`config.mk`:
```
export PLATFORM = sky130hd
export DESIGN_NAME = detStage1Top
export DESIGN_NICKNAME = d
export VERILOG_FILES = /design/src/hw/detPkg.sv /design/src/hw/metricStreamIf.sv /design/src/hw/acsOp.sv /design/src/hw/acsStage1.sv /design/src/hw/detStage1Top.sv /design/src/hw/setupGen.sv /design/src/hw/survivorSelect.sv
export SDC_FILE = /design/constraint.sdc
export NUM_CORES = 2
export LEC_CHECK = 0
export ABC_AREA = 1
export BUFFER_PORTS_ARGS = -buffer_cell sky130_fd_sc_hd__buf_2
export CAP_MARGIN = 20
export CELL_PAD_IN_SITES_DETAIL_PLACEMENT = 0
export CELL_PAD_IN_SITES_GLOBAL_PLACEMENT = 2
export CORE_ASPECT_RATIO = 1.25
export CORE_UTILIZATION = 42
export CTS_CLUSTER_DIAMETER = 30
export CTS_CLUSTER_SIZE = 12
export DETAILED_ROUTE_END_ITERATION = 16
export PLACE_DENSITY = 0.8
export SETUP_SLACK_MARGIN = 0.1
export SLEW_MARGIN = 0
export SYNTH_ARGS = -nofsm -noshare
export SYNTH_HDL_FRONTEND = slang
export SYNTH_SLANG_ARGS = --single-unit
```
`constraint.sdc`:
```
create_clock -name clk -period 12.8 [get_ports clk]
set_clock_uncertainty 0.2 [all_clocks]
set_input_delay 0 -clock clk [delete_from_list [all_inputs] [get_ports clk]]
set_output_delay 0 -clock clk [all_outputs]
set_load 0.02 [all_outputs]
```
`src/hw/detPkg.sv`:
```
`default_nettype none

package detPkg;

    // signed component of samples, gains and table points.
    typedef logic signed [17:0] sample_t;

    // unsigned path metric.
    typedef logic [17:0] metric_t;

    // hypothesis index, [3:2] real level and [1:0] imaginary level.
    typedef logic [3:0] pointIdx_t;

    localparam int NUM_POINTS = 16;
    localparam int DIST_SHIFT = 16;

    // Gray-free natural mapping of a 2-bit code onto the 16-QAM axis.
    function automatic logic signed [2:0] qamLevel(input logic [1:0] code);
        logic signed [2:0] level;
        case (code)
            2'd0: level = -3'sd3;
            2'd1: level = -3'sd1;
            2'd2: level = 3'sd1;
            default: level = 3'sd3;
        endcase
        return level;
    endfunction

endpackage

`default_nettype wire

```
`src/hw/metricStreamIf.sv`:
```
`timescale 1ns/100ps
`default_nettype none

interface metricStreamIf;
    import detPkg::*;

    logic valid;       // one beat per hypothesis.
    metric_t metric;
    pointIdx_t index;
    logic last;        // set with index 15.

    modport source (
        output valid,
        output metric,
        output index,
        output last
    );

    modport sink (
        input valid,
        input metric,
        input index,
        input last
    );

endinterface

`default_nettype wire

```
`src/hw/acsOp.sv`:
```
`timescale 1ns/100ps
`default_nettype none

module acsOp #(
    parameter int METRIC_LAT = 2
) (
    input wire logic clk,
    input wire logic reset,
    input wire logic inEn,
    input wire detPkg::sample_t yReal,
    input wire detPkg::sample_t yImag,
    input wire detPkg::sample_t sReal,
    input wire detPkg::sample_t sImag,
    input wire detPkg::metric_t accIn,
    output logic outEn,
    output detPkg::metric_t accOut
);
    import detPkg::*;

    logic signed [18:0] diffRe;
    logic signed [18:0] diffIm;
    logic [37:0] sqRe;
    logic [37:0] sqIm;
    metric_t accQ;
    logic enQ;
    logic [38:0] distSum;
    logic [23:0] accSum;
    logic delEn [METRIC_LAT-1];
    metric_t delAcc [METRIC_LAT-1];

    assign diffRe = sReal - yReal;
    assign diffIm = sImag - yImag;

    always_ff @(posedge clk) begin
        sqRe <= diffRe * diffRe;
        sqIm <= diffIm * diffIm;
        accQ <= accIn;
    end

    assign distSum = sqRe + sqIm;
    assign accSum = 24'(distSum >> DIST_SHIFT) + 24'(accQ);

    // index 0 is the second stage, the rest is plain delay.
    always_ff @(posedge clk) begin
        delAcc[0] <= (|accSum[23:18]) ? '1 : accSum[17:0];
        for (int i = 1; i < METRIC_LAT - 1; i++) begin
            delAcc[i] <= delAcc[i-1];
        end
    end

    always_ff @(posedge clk) begin
        if (reset) begin
            enQ <= 1'b0;
            for (int i = 0; i < METRIC_LAT - 1; i++) begin
                delEn[i] <= 1'b0;
            end
        end else begin
            enQ <= inEn;
            delEn[0] <= enQ;
            for (int i = 1; i < METRIC_LAT - 1; i++) begin
                delEn[i] <= delEn[i-1];
            end
        end
    end

    assign outEn = delEn[METRIC_LAT-2];
    assign accOut = delAcc[METRIC_LAT-2];

endmodule

`default_nettype wire

```
`src/hw/acsStage1.sv`:
```
`timescale 1ns/100ps
`default_nettype none

module acsStage1 #(
    parameter int METRIC_LAT = 2
) (
    input wire logic clk,
    input wire logic reset,
    input wire logic clkEn,
    input wire logic startFrame,
    input wire logic startBlock,
    input wire logic startStage,
    input wire detPkg::sample_t in1Real,
    input wire detPkg::sample_t in1Imag,
    input wire logic setupValid,
    input wire detPkg::sample_t setupReal,
    input wire detPkg::sample_t setupImag,
    input wire logic accMetricInEn,
    input wire detPkg::metric_t accMetricIn,
    metricStreamIf.source metOut,
    output logic startNextStage
);
    import detPkg::*;

    sample_t tableReal [NUM_POINTS];
    sample_t tableImag [NUM_POINTS];
    pointIdx_t wrAddr;
    pointIdx_t metricAddr;
    sample_t sampleReal;
    sample_t sampleImag;
    pointIdx_t tagIdx [METRIC_LAT];
    logic tagLast [METRIC_LAT];
    logic outEn;
    metric_t outMetric;

    always_ff @(posedge clk) begin
        if (reset || (clkEn && startFrame)) begin
            wrAddr <= '0;
        end else if (setupValid) begin
            wrAddr <= wrAddr + 1'b1;
        end
    end

    always_ff @(posedge clk) begin
        if (setupValid) begin
            tableReal[wrAddr] <= setupReal;
            tableImag[wrAddr] <= setupImag;
        end
    end

    always_ff @(posedge clk) begin
        if (clkEn && startBlock) begin
            sampleReal <= in1Real;
            sampleImag <= in1Imag;
        end
    end

    always_ff @(posedge clk) begin
        if (reset || startStage) begin
            metricAddr <= '0;
        end else if (accMetricInEn) begin
            metricAddr <= metricAddr + 1'b1;
        end
    end

    always_ff @(posedge clk) begin
        if (reset) begin
            startNextStage <= 1'b0;
        end else begin
            startNextStage <= accMetricInEn && (metricAddr == pointIdx_t'(1));   // second metric.
        end
    end

    // tags ride alongside the acsOp pipeline.
    always_ff @(posedge clk) begin
        tagIdx[0] <= metricAddr;
        tagLast[0] <= (metricAddr == pointIdx_t'(NUM_POINTS - 1));
        for (int i = 1; i < METRIC_LAT; i++) begin
            tagIdx[i] <= tagIdx[i-1];
            tagLast[i] <= tagLast[i-1];
        end
    end

    acsOp #(
        .METRIC_LAT(METRIC_LAT)
    ) u_acsOp (
        .clk(clk),
        .reset(reset),
        .inEn(accMetricInEn),
        .yReal(tableReal[metricAddr]),
        .yImag(tableImag[metricAddr]),
        .sReal(sampleReal),
        .sImag(sampleImag),
        .accIn(accMetricIn),
        .outEn(outEn),
        .accOut(outMetric)
    );

    assign metOut.valid = outEn;
    assign metOut.metric = outMetric;
    assign metOut.index = tagIdx[METRIC_LAT-1];
    assign metOut.last = tagLast[METRIC_LAT-1];

endmodule

`default_nettype wire

```
`src/hw/detStage1Top.sv`:
```
`timescale 1ns/100ps
`default_nettype none

module detStage1Top #(
    parameter int METRIC_LAT = 2
) (
    input wire logic clk,
    input wire logic reset,
    input wire logic clkEn,
    input wire logic startFrame,
    input wire logic startBlock,
    input wire logic startStage,
    input wire logic accMetricInEn,
    input wire detPkg::sample_t gainReal,
    input wire detPkg::sample_t gainImag,
    input wire detPkg::sample_t in1Real,
    input wire detPkg::sample_t in1Imag,
    input wire detPkg::metric_t accMetricIn,
    output logic setupDone,
    output logic metricOutEn,
    output logic startNextStage,
    output logic bestValid,
    output detPkg::metric_t accMetricOut,
    output detPkg::metric_t bestMetric,
    output detPkg::pointIdx_t metricIndex,
    output detPkg::pointIdx_t bestIndex
);
    import detPkg::*;

    logic setupValid;
    sample_t setupReal;
    sample_t setupImag;

    metricStreamIf metStream ();

    setupGen u_setupGen (
        .clk(clk),
        .reset(reset),
        .clkEn(clkEn),
        .startFrame(startFrame),
        .gainReal(gainReal),
        .gainImag(gainImag),
        .setupValid(setupValid),
        .setupReal(setupReal),
        .setupImag(setupImag),
        .setupDone(setupDone)
    );

    acsStage1 #(
        .METRIC_LAT(METRIC_LAT)
    ) u_acsStage1 (
        .clk(clk),
        .reset(reset),
        .clkEn(clkEn),
        .startFrame(startFrame),
        .startBlock(startBlock),
        .startStage(startStage),
        .in1Real(in1Real),
        .in1Imag(in1Imag),
        .setupValid(setupValid),
        .setupReal(setupReal),
        .setupImag(setupImag),
        .accMetricInEn(accMetricInEn),
        .accMetricIn(accMetricIn),
        .metOut(metStream.source),
        .startNextStage(startNextStage)
    );

    survivorSelect u_survivorSelect (
        .clk(clk),
        .reset(reset),
        .metIn(metStream.sink),
        .bestValid(bestValid),
        .bestMetric(bestMetric),
        .bestIndex(bestIndex)
    );

    // metric stream also leaves the top for the next stage.
    assign metricOutEn = metStream.valid;
    assign accMetricOut = metStream.metric;
    assign metricIndex = metStream.index;

endmodule

`default_nettype wire

```
`src/hw/setupGen.sv`:
```
`timescale 1ns/100ps
`default_nettype none

module setupGen (
    input wire logic clk,
    input wire logic reset,
    input wire logic clkEn,
    input wire logic startFrame,
    input wire detPkg::sample_t gainReal,
    input wire detPkg::sample_t gainImag,
    output logic setupValid,
    output detPkg::sample_t setupReal,
    output detPkg::sample_t setupImag,
    output logic setupDone
);
    import detPkg::*;

    typedef enum logic [1:0] {stIdle, stRun, stDone} genState_t;

    genState_t state;
    pointIdx_t pointCnt;
    logic restart;
    logic signed [2:0] levelRe;
    logic signed [2:0] levelIm;
    logic signed [20:0] prodRR;
    logic signed [20:0] prodII;
    logic signed [20:0] prodRI;
    logic signed [20:0] prodIR;
    logic signed [21:0] sumRe;
    logic signed [21:0] sumIm;
    logic prodValid;
    logic prodLast;
    logic setupLast;

    function automatic sample_t satSample(input logic signed [21:0] x);
        sample_t y;
        if (x[21:17] != {5{x[21]}}) begin
            y = x[21] ? 18'sh20000 : 18'sh1ffff;
        end else begin
            y = x[17:0];
        end
        return y;
    endfunction

    assign restart = clkEn && startFrame;
    assign levelRe = qamLevel(pointCnt[3:2]);
    assign levelIm = qamLevel(pointCnt[1:0]);

    always_ff @(posedge clk) begin
        if (reset) begin
            state <= stIdle;
            pointCnt <= '0;
        end else if (restart) begin
            state <= stRun;
            pointCnt <= '0;
        end else if (state == stRun) begin
            pointCnt <= pointCnt + 1'b1;
            if (pointCnt == pointIdx_t'(NUM_POINTS - 1)) begin
                state <= stDone;
            end
        end
    end

    // gain times level pair, one point per cycle.
    always_ff @(posedge clk) begin
        prodRR <= gainReal * levelRe;
        prodII <= gainImag * levelIm;
        prodRI <= gainReal * levelIm;
        prodIR <= gainImag * levelRe;
    end

    assign sumRe = prodRR - prodII;
    assign sumIm = prodRI + prodIR;

    always_ff @(posedge clk) begin
        setupReal <= satSample(sumRe);
        setupImag <= satSample(sumIm);
    end

    always_ff @(posedge clk) begin
        if (reset) begin
            prodValid <= 1'b0;
            prodLast <= 1'b0;
            setupValid <= 1'b0;
            setupLast <= 1'b0;
            setupDone <= 1'b0;
        end else begin
            prodValid <= (state == stRun) && !restart;
            prodLast <= (state == stRun) && !restart &&
                        (pointCnt == pointIdx_t'(NUM_POINTS - 1));
            setupValid <= prodValid && !restart;   // a restart drops entries in flight.
            setupLast <= prodLast && !restart;
            if (restart) begin
                setupDone <= 1'b0;
            end else if (setupValid && setupLast) begin
                setupDone <= 1'b1;
            end
        end
    end

endmodule

`default_nettype wire

```
`src/hw/survivorSelect.sv`:
```
`timescale 1ns/100ps
`default_nettype none

module survivorSelect (
    input wire logic clk,
    input wire logic reset,
    metricStreamIf.sink metIn,
    output logic bestValid,
    output detPkg::metric_t bestMetric,
    output detPkg::pointIdx_t bestIndex
);
    import detPkg::*;

    metric_t runMetric;
    pointIdx_t runIndex;
    logic takeNew;
    metric_t winMetric;
    pointIdx_t winIndex;

    // strict compare keeps the lower index on a tie.
    assign takeNew = (metIn.index == '0) || (metIn.metric < runMetric);
    assign winMetric = takeNew ? metIn.metric : runMetric;
    assign winIndex = takeNew ? metIn.index : runIndex;

    always_ff @(posedge clk) begin
        if (metIn.valid) begin
            runMetric <= winMetric;
            runIndex <= winIndex;
        end
    end

    always_ff @(posedge clk) begin
        if (metIn.valid && metIn.last) begin
            bestMetric <= winMetric;   // includes the last beat itself.
            bestIndex <= winIndex;
        end
    end

    always_ff @(posedge clk) begin
        if (reset) begin
            bestValid <= 1'b0;
        end else begin
            bestValid <= metIn.valid && metIn.last;
        end
    end

endmodule

`default_nettype wire

```
# == Word-level counts from Yosys, hierarchy flattened ==
# Memories as Yosys holds them, arrays and structs flattened. A register that Yosys moved wholly into a read port is not among the register bits.
# Index checks and enable logic that the tools add are counted.
# totals
reg_bits,316
mem_bits_rw,605
output_inout_bits,48
wordCells,106
mem_count,6
# classes
addsub,9
n_mul,6
n_lt_le_gt_ge,1
n_eq_ne,10
mux,23
n_reduce_logical,23
# memory_table
name,words,width,read_ports,rd_ports_with_merged_regs,wr,line_no,text
u_acsStage1.tableImag,16,18,1,1,1,acsStage1.sv:26,sample_t tableImag [NUM_POINTS];
u_acsStage1.tableReal,16,18,1,1,1,acsStage1.sv:25,sample_t tableReal [NUM_POINTS];
u_acsStage1.u_acsOp.delAcc,1,18,1,0,1,acsOp.sv:29,metric_t delAcc [METRIC_LAT-1];
u_acsStage1.tagIdx,2,4,2,0,2,acsStage1.sv:31,pointIdx_t tagIdx [METRIC_LAT];
u_acsStage1.tagLast,2,1,2,0,2,acsStage1.sv:32,logic tagLast [METRIC_LAT];
u_acsStage1.u_acsOp.delEn,1,1,1,0,1,acsOp.sv:28,logic delEn [METRIC_LAT-1];
# op_table
operator,n
two-way mux 18 bit,6
multiplier 18 x 3 -> 21 bit,4
multiplier 19 x 19 -> 38 bit,2
adder 38 x 38 -> 39 bit,1
subtractor 18 x 18 -> 19 bit,2
adder 23 x 18 -> 24 bit,1
adder 21 x 21 -> 22 bit,1
subtractor 21 x 21 -> 22 bit,1
two-way mux 4 bit,5
< comparator 18 bit,1
case mux 3 bit (3 select lines),2
adder 4 x 1 -> 4 bit (second input constant),3
two-way mux 1 bit,10
logical AND 1 bit,9
== test 4 bit (second input constant),2
!= test 4 bit,2
== test 2 x 1 -> 1 bit (second input constant),3
OR reduction 6 bit,1
== test 2 bit (second input constant),2
== test 4 x 1 -> 1 bit (second input constant),1
zero test 2 bit,2
zero test 4 bit,1
AND reduction 2 bit,2
nonzero test 2 bit,2
other kinds (4),6

# == Longest topological paths before layout ==
# logic_depth
ltp_word,4
ltp_mapped,51

# == By module ==
# Synthesis repeated with hierarchy kept, for this count alone.
# unflattened
cells_unflattened,8107
area_unflattened_um2,72955.0
# by_module_without_submodules
mod,instances,cells_each,area_each_um2,seq_area_each_um2
acsOp,1,3770,31649.1,2202.1
acsStage1,1,2449,26525.4,18838.1
setupGen,1,1681,12537.0,2582.5
survivorSelect,1,207,2243.4,1341.3

# == Least setup slack after synthesis ==
# OpenSTA, ideal clock, no wires.
# synth_timing
kind,register -> register
from,reg (tool-made name)
to,reg u_acsStage1.u_acsOp.sqIm[37]
t_arrival_ps,8650
required_ps,12479
path_slack_ps,3829
path_stages_with_launch,44
path_buffers,5
period_less_slack_ps,8971
cell_sequence,dfxtp_1 -> clkbuf_1 -> buf_2 -> clkbuf_1 -> clkbuf_1 -> mux2i_1 -> o21ai_0 -> o211ai_1 -> nand2_1 -> ha_1 -> inv_1 -> fa_1 -> nand3_1 -> nand2_1 -> nand3_1 -> nand3_1 -> xor2_1 -> inv_1 -> (+8 left out) -> fa_1 -> fa_1 -> inv_1 -> fa_1 -> inv_1 -> ha_1 -> a21oi_1 -> o21a_1 -> o21ai_0 -> a21oi_1 -> nand2_1 -> nand2_1 -> nand2_1 -> nand3_1 -> nand2_1 -> nand2_1 -> nand2_1 -> xor2_1
# synth_lines
item,line_no,text
to (signal assigned),acsOp.sv:36,sqIm <= diffIm * diffIm;
to (decl),acsOp.sv:23,logic [37:0] sqIm;

==> summary by stage <==
Logic synthesis
The number of synthesized flops with an enable pin is 656. The cell type with the largest total area after synthesis is edfxtp_1. The post-synthesis instance area is a little over 0.07 mm^2. Counting flops with an async set or reset pin after synthesis yields a share of 0%. The mean post-synth cell area is 9.748 um^2.

The count of state elements after synthesis is 919. The top-area cell type share of the netlist area is around 28%. The most frequently used flop master after synthesis is edfxtp_1. Among all cell types in the netlist, the one instantiated most often is inv_1. The synthesized instance count is 7,219.

In this run, distinct cell masters in the synthesized netlist total between 50 and 60. Summing the sequential cell areas from Yosys gives a little over a third of the chip area. Yosys attributes the largest share of cell area to edfxtp_1 (28%), fa_1 (21%), ha_1 (9.7%). Synthesis produced a netlist with a net count of 8,599. In the synthesized netlist, the cells that appear most often are inv_1 (1,489), nand2_1 (1,019), fa_1 (739).

During synthesis, Yosys emitted a total of 0 warnings.

Clocking
In this run, CTS created clock tree buffers numbering 165. The clock tree synthesis step divided the H-tree into 4 levels. The buffer type at the clock tree root is clkbuf_16. The maximum clock insertion buffer count is 3. Counting every sink on the clock net gives 919.

The clock reaches the later pin of the worst-skew pair after 0.80 ns. After clock tree synthesis, the clock-pin slew on the worst setup and hold paths is 0.05 ns. The number of post-CTS setup repair buffers is 0. TritonCTS built the clock tree.

Worst setup path
Counting cells, the worst reg-to-reg path comes to 32. Of all nets on the critical path, the largest fanout is 52. For the worst setup path, the data required time is roughly 13 ns. The cell type with the highest occurrence count on the critical path is fa_1.

The master of the slowest instance on the critical path is fa_1. In this run the critical register-to-register path is captured at u_acsStage1.u_acsOp.sqRe[32]$_DFF_P_. The arrival time at the worst endpoint is 11.48 ns. On the worst path, the slowest cell contributes a delay of 0.89 ns. The sort of element at the end of the critical path is a flop.

The worst register-to-register path has a setup slack of 1.76 ns. The critical setup path kind is reg2reg. The category of the worst setup path launch point is a flop.

STA
The worst path uses a little under nine tenths of the clock period. The worst max-slew margin expressed relative to the limit is ~29%. At the pin with the least slew margin, the transition time is 1.055 ns. For the final routed database, the setup TNS stands at 0 ns. Setup repair after global routing left no endpoint under its margin. The hold violation total from the final report is 0. The clock period minus final worst setup slack is ~11 ns. Derived from the worst setup path, the maximum achievable clock frequency is 90.56 MHz. The number of pins with negative max-slew slack in the final report was 0. Setup violations remaining at the end of the flow were counted as 0.

Drt
The number of antenna-violating nets in the routed design is 0. The via count is 50,300. The detailed-router iteration count before antenna repair is 5. The average vias per placed instance is 5.075.

The detailed router finished its first iteration with 2,807 violations. The number of design rule violations left after detail routing is 0. For this block, the routed nets add up to roughly 200 mm of wire. The average wire length per cell after detail routing is 20.24 um.

Placement
The congestion estimate from routability-driven global placement came to approximately 0.88. The number of port buffers is approximately 140. Detailed placement ended at an HPWL of 152.4 mm.

Floorplan
The die width is 368.1 um. The I/O pin total is 145. After floorplanning, the core was sized to cover 0.1661 mm^2. The number of rows in the core area is around 170. Measured along the y axis, the die boundary spans 459.6 um. The die area is around 0.17 mm^2. The initial utilization of the core area, before any placement, comes to a little over two fifths.

Global routing
The overall overflow remaining after global route is 0. The most used routing layer is met2. The global-route track usage on met3 is 2.722%. The largest net degree at the start of global routing is 93. Global routing used 24.20% of the available tracks across all layers. The first global-routing pass estimated 310.6 mm of wire.

For this run, global-route usage on met1 was measured as between 30 and 40%. The initial antenna violation count is 15. The via count of the first global-routing pass is 53,460.

Global routing consumed, on the met2 layer, a little over two fifths of the routing resources.

Final layout
For this run, the post-layout net count is 8,944. Relative to the synthesized area, the layout overhead comes to 15.26%. Of the cells placed in the final design, the portion with a size suffix greater than 1 is 7.511%.

Worst hold path
The kind of path behind the tightest hold check is in2reg. The number of cells on the worst hold path is 7. The critical hold path startpoint is gainReal[8].

The worst hold path endpoint is u_setupGen.prodRR[9]$_DFF_P_.

Job
The max-capacitance violation count is 0.

Status
The flow ran to the end, and the final reports show no timing, DRC or antenna violations.
==> critical path: cells and delay by family (launching register included) <==
family          cells  cell delay (ns)
fa+ha+maj           9             4.50
simple gates        9             1.59
xor+xnor            1             0.15
flops               1             0.79
compound gates      6             1.51
buf+inv             6             1.95
mux                 1             0.13
==> state kept, by name, summed over array words and instances (netlist names), 20 cells and up, named ones only <==
register                  count
u_acsStage1.tableImag       288
u_acsStage1.tableReal       288
u_acsStage1.u_acsOp.sqIm     36
u_acsStage1.u_acsOp.sqRe     36
u_setupGen.prodII            21
u_setupGen.prodIR            20
u_setupGen.prodRI            20
u_setupGen.prodRR            21
==> metal layers <==
metal	part of all wire [%]	up-vias	routed length (um)
met5	0.021	-	42
met2	51	1065	103200
met1	41	24940	83120
li1	-	23960	-
met3	3.8	329	7679
met4	3.3	6	6603
==> what timing repair did <==
action	4_1_cts	5_1_grt
hold buffers	141	0
hold endpoints to repair	113	0
resized for setup	0	0
==> cell type report <==
class	count	area (um^2)
Timing Repair Buffer	359	2725
Sequential cell	919	24980
Multi-Input combinational cell	4616	39160
Fill cell	15630	85010
Clock buffer	183	4259
Antenna cell	6	15.01
Clock inverter	129	1574
Inverter	1503	5647
Tap cell	2197	2749
==> layout by cell type (no fill, tap or decap), types with 141 or more instances in the layout <==
cell	n
inv_1	1488
nand2_1	1019
fa_1	739
edfxtp_1	656
ha_1	544
nor2_1	499
a21oi_1	455
o21ai_0	325
dfxtp_1	259
nand3_1	192
clkbuf_16	167
xor2_1	160
o211ai_1	149
mux2i_1	144
buf_2	144
dlygate4sd3_1	141
==> worst max-delay path by stage <==
stage                                                 endpoint  slack, ns  startpoint  depth (start not counted)
final                     u_acsStage1.u_acsOp.sqRe[32]$_DFF_P_       1.76        flop                         32
after global routing      u_acsStage1.u_acsOp.sqRe[32]$_DFF_P_       1.07        flop                         32
after CTS                 u_acsStage1.u_acsOp.sqRe[32]$_DFF_P_       1.79        flop                         32
after detailed placement  u_acsStage1.u_acsOp.sqRe[32]$_DFF_P_       1.85        flop                         32
after global placement    u_acsStage1.u_acsOp.sqRe[32]$_DFF_P_       1.93        flop                         32
after floorplan           u_acsStage1.u_acsOp.sqIm[37]$_DFF_P_       3.83        flop                         43
==> cells by family (layout without fill, tap and decap cells) <==
logic type / count (synthesis) / count (layout) / synth area share (%)
AOI/OAI and AO/OA: 1063 / 1063 / 8.540
xor gates and xnor gates: 255 / 255 / 3.270
adders and majority gates: 1283 / 1283 / 30.70
buffers and inverters: 1684 / 2174 / 9.105
DFF: 919 / 919 / 35.47
muxes: 144 / 144 / 2.048
other: 0 / 6 / 0
and+or+nand+nor: 1871 / 1871 / 10.87
==> through the flow <==
step / utilization [%] / cells / hold WS [ns] / instance area [um^2] / worst slack (ns)
2_1_floorplan: - / 7219 / -0.1723 / 70370 / 3.829
3_3_place_gp: 44.44 / 9452 / -0.09291 / 73830 / 1.929
3_5_place_dp: 44.46 / 9453 / -0.09326 / 73850 / 1.849
4_1_cts: 48.82 / 9906 / 0.002232 / 81090 / 1.793
5_1_grt: 48.82 / 9910 / 0.06029 / 81100 / 1.073
6_report: 48.83 / 9912 / 0.04522 / 81110 / 1.757
Power is left out: the tool's default activity adds up to more than one toggle a clock period on the data nets, which glitch-free logic cannot reach.
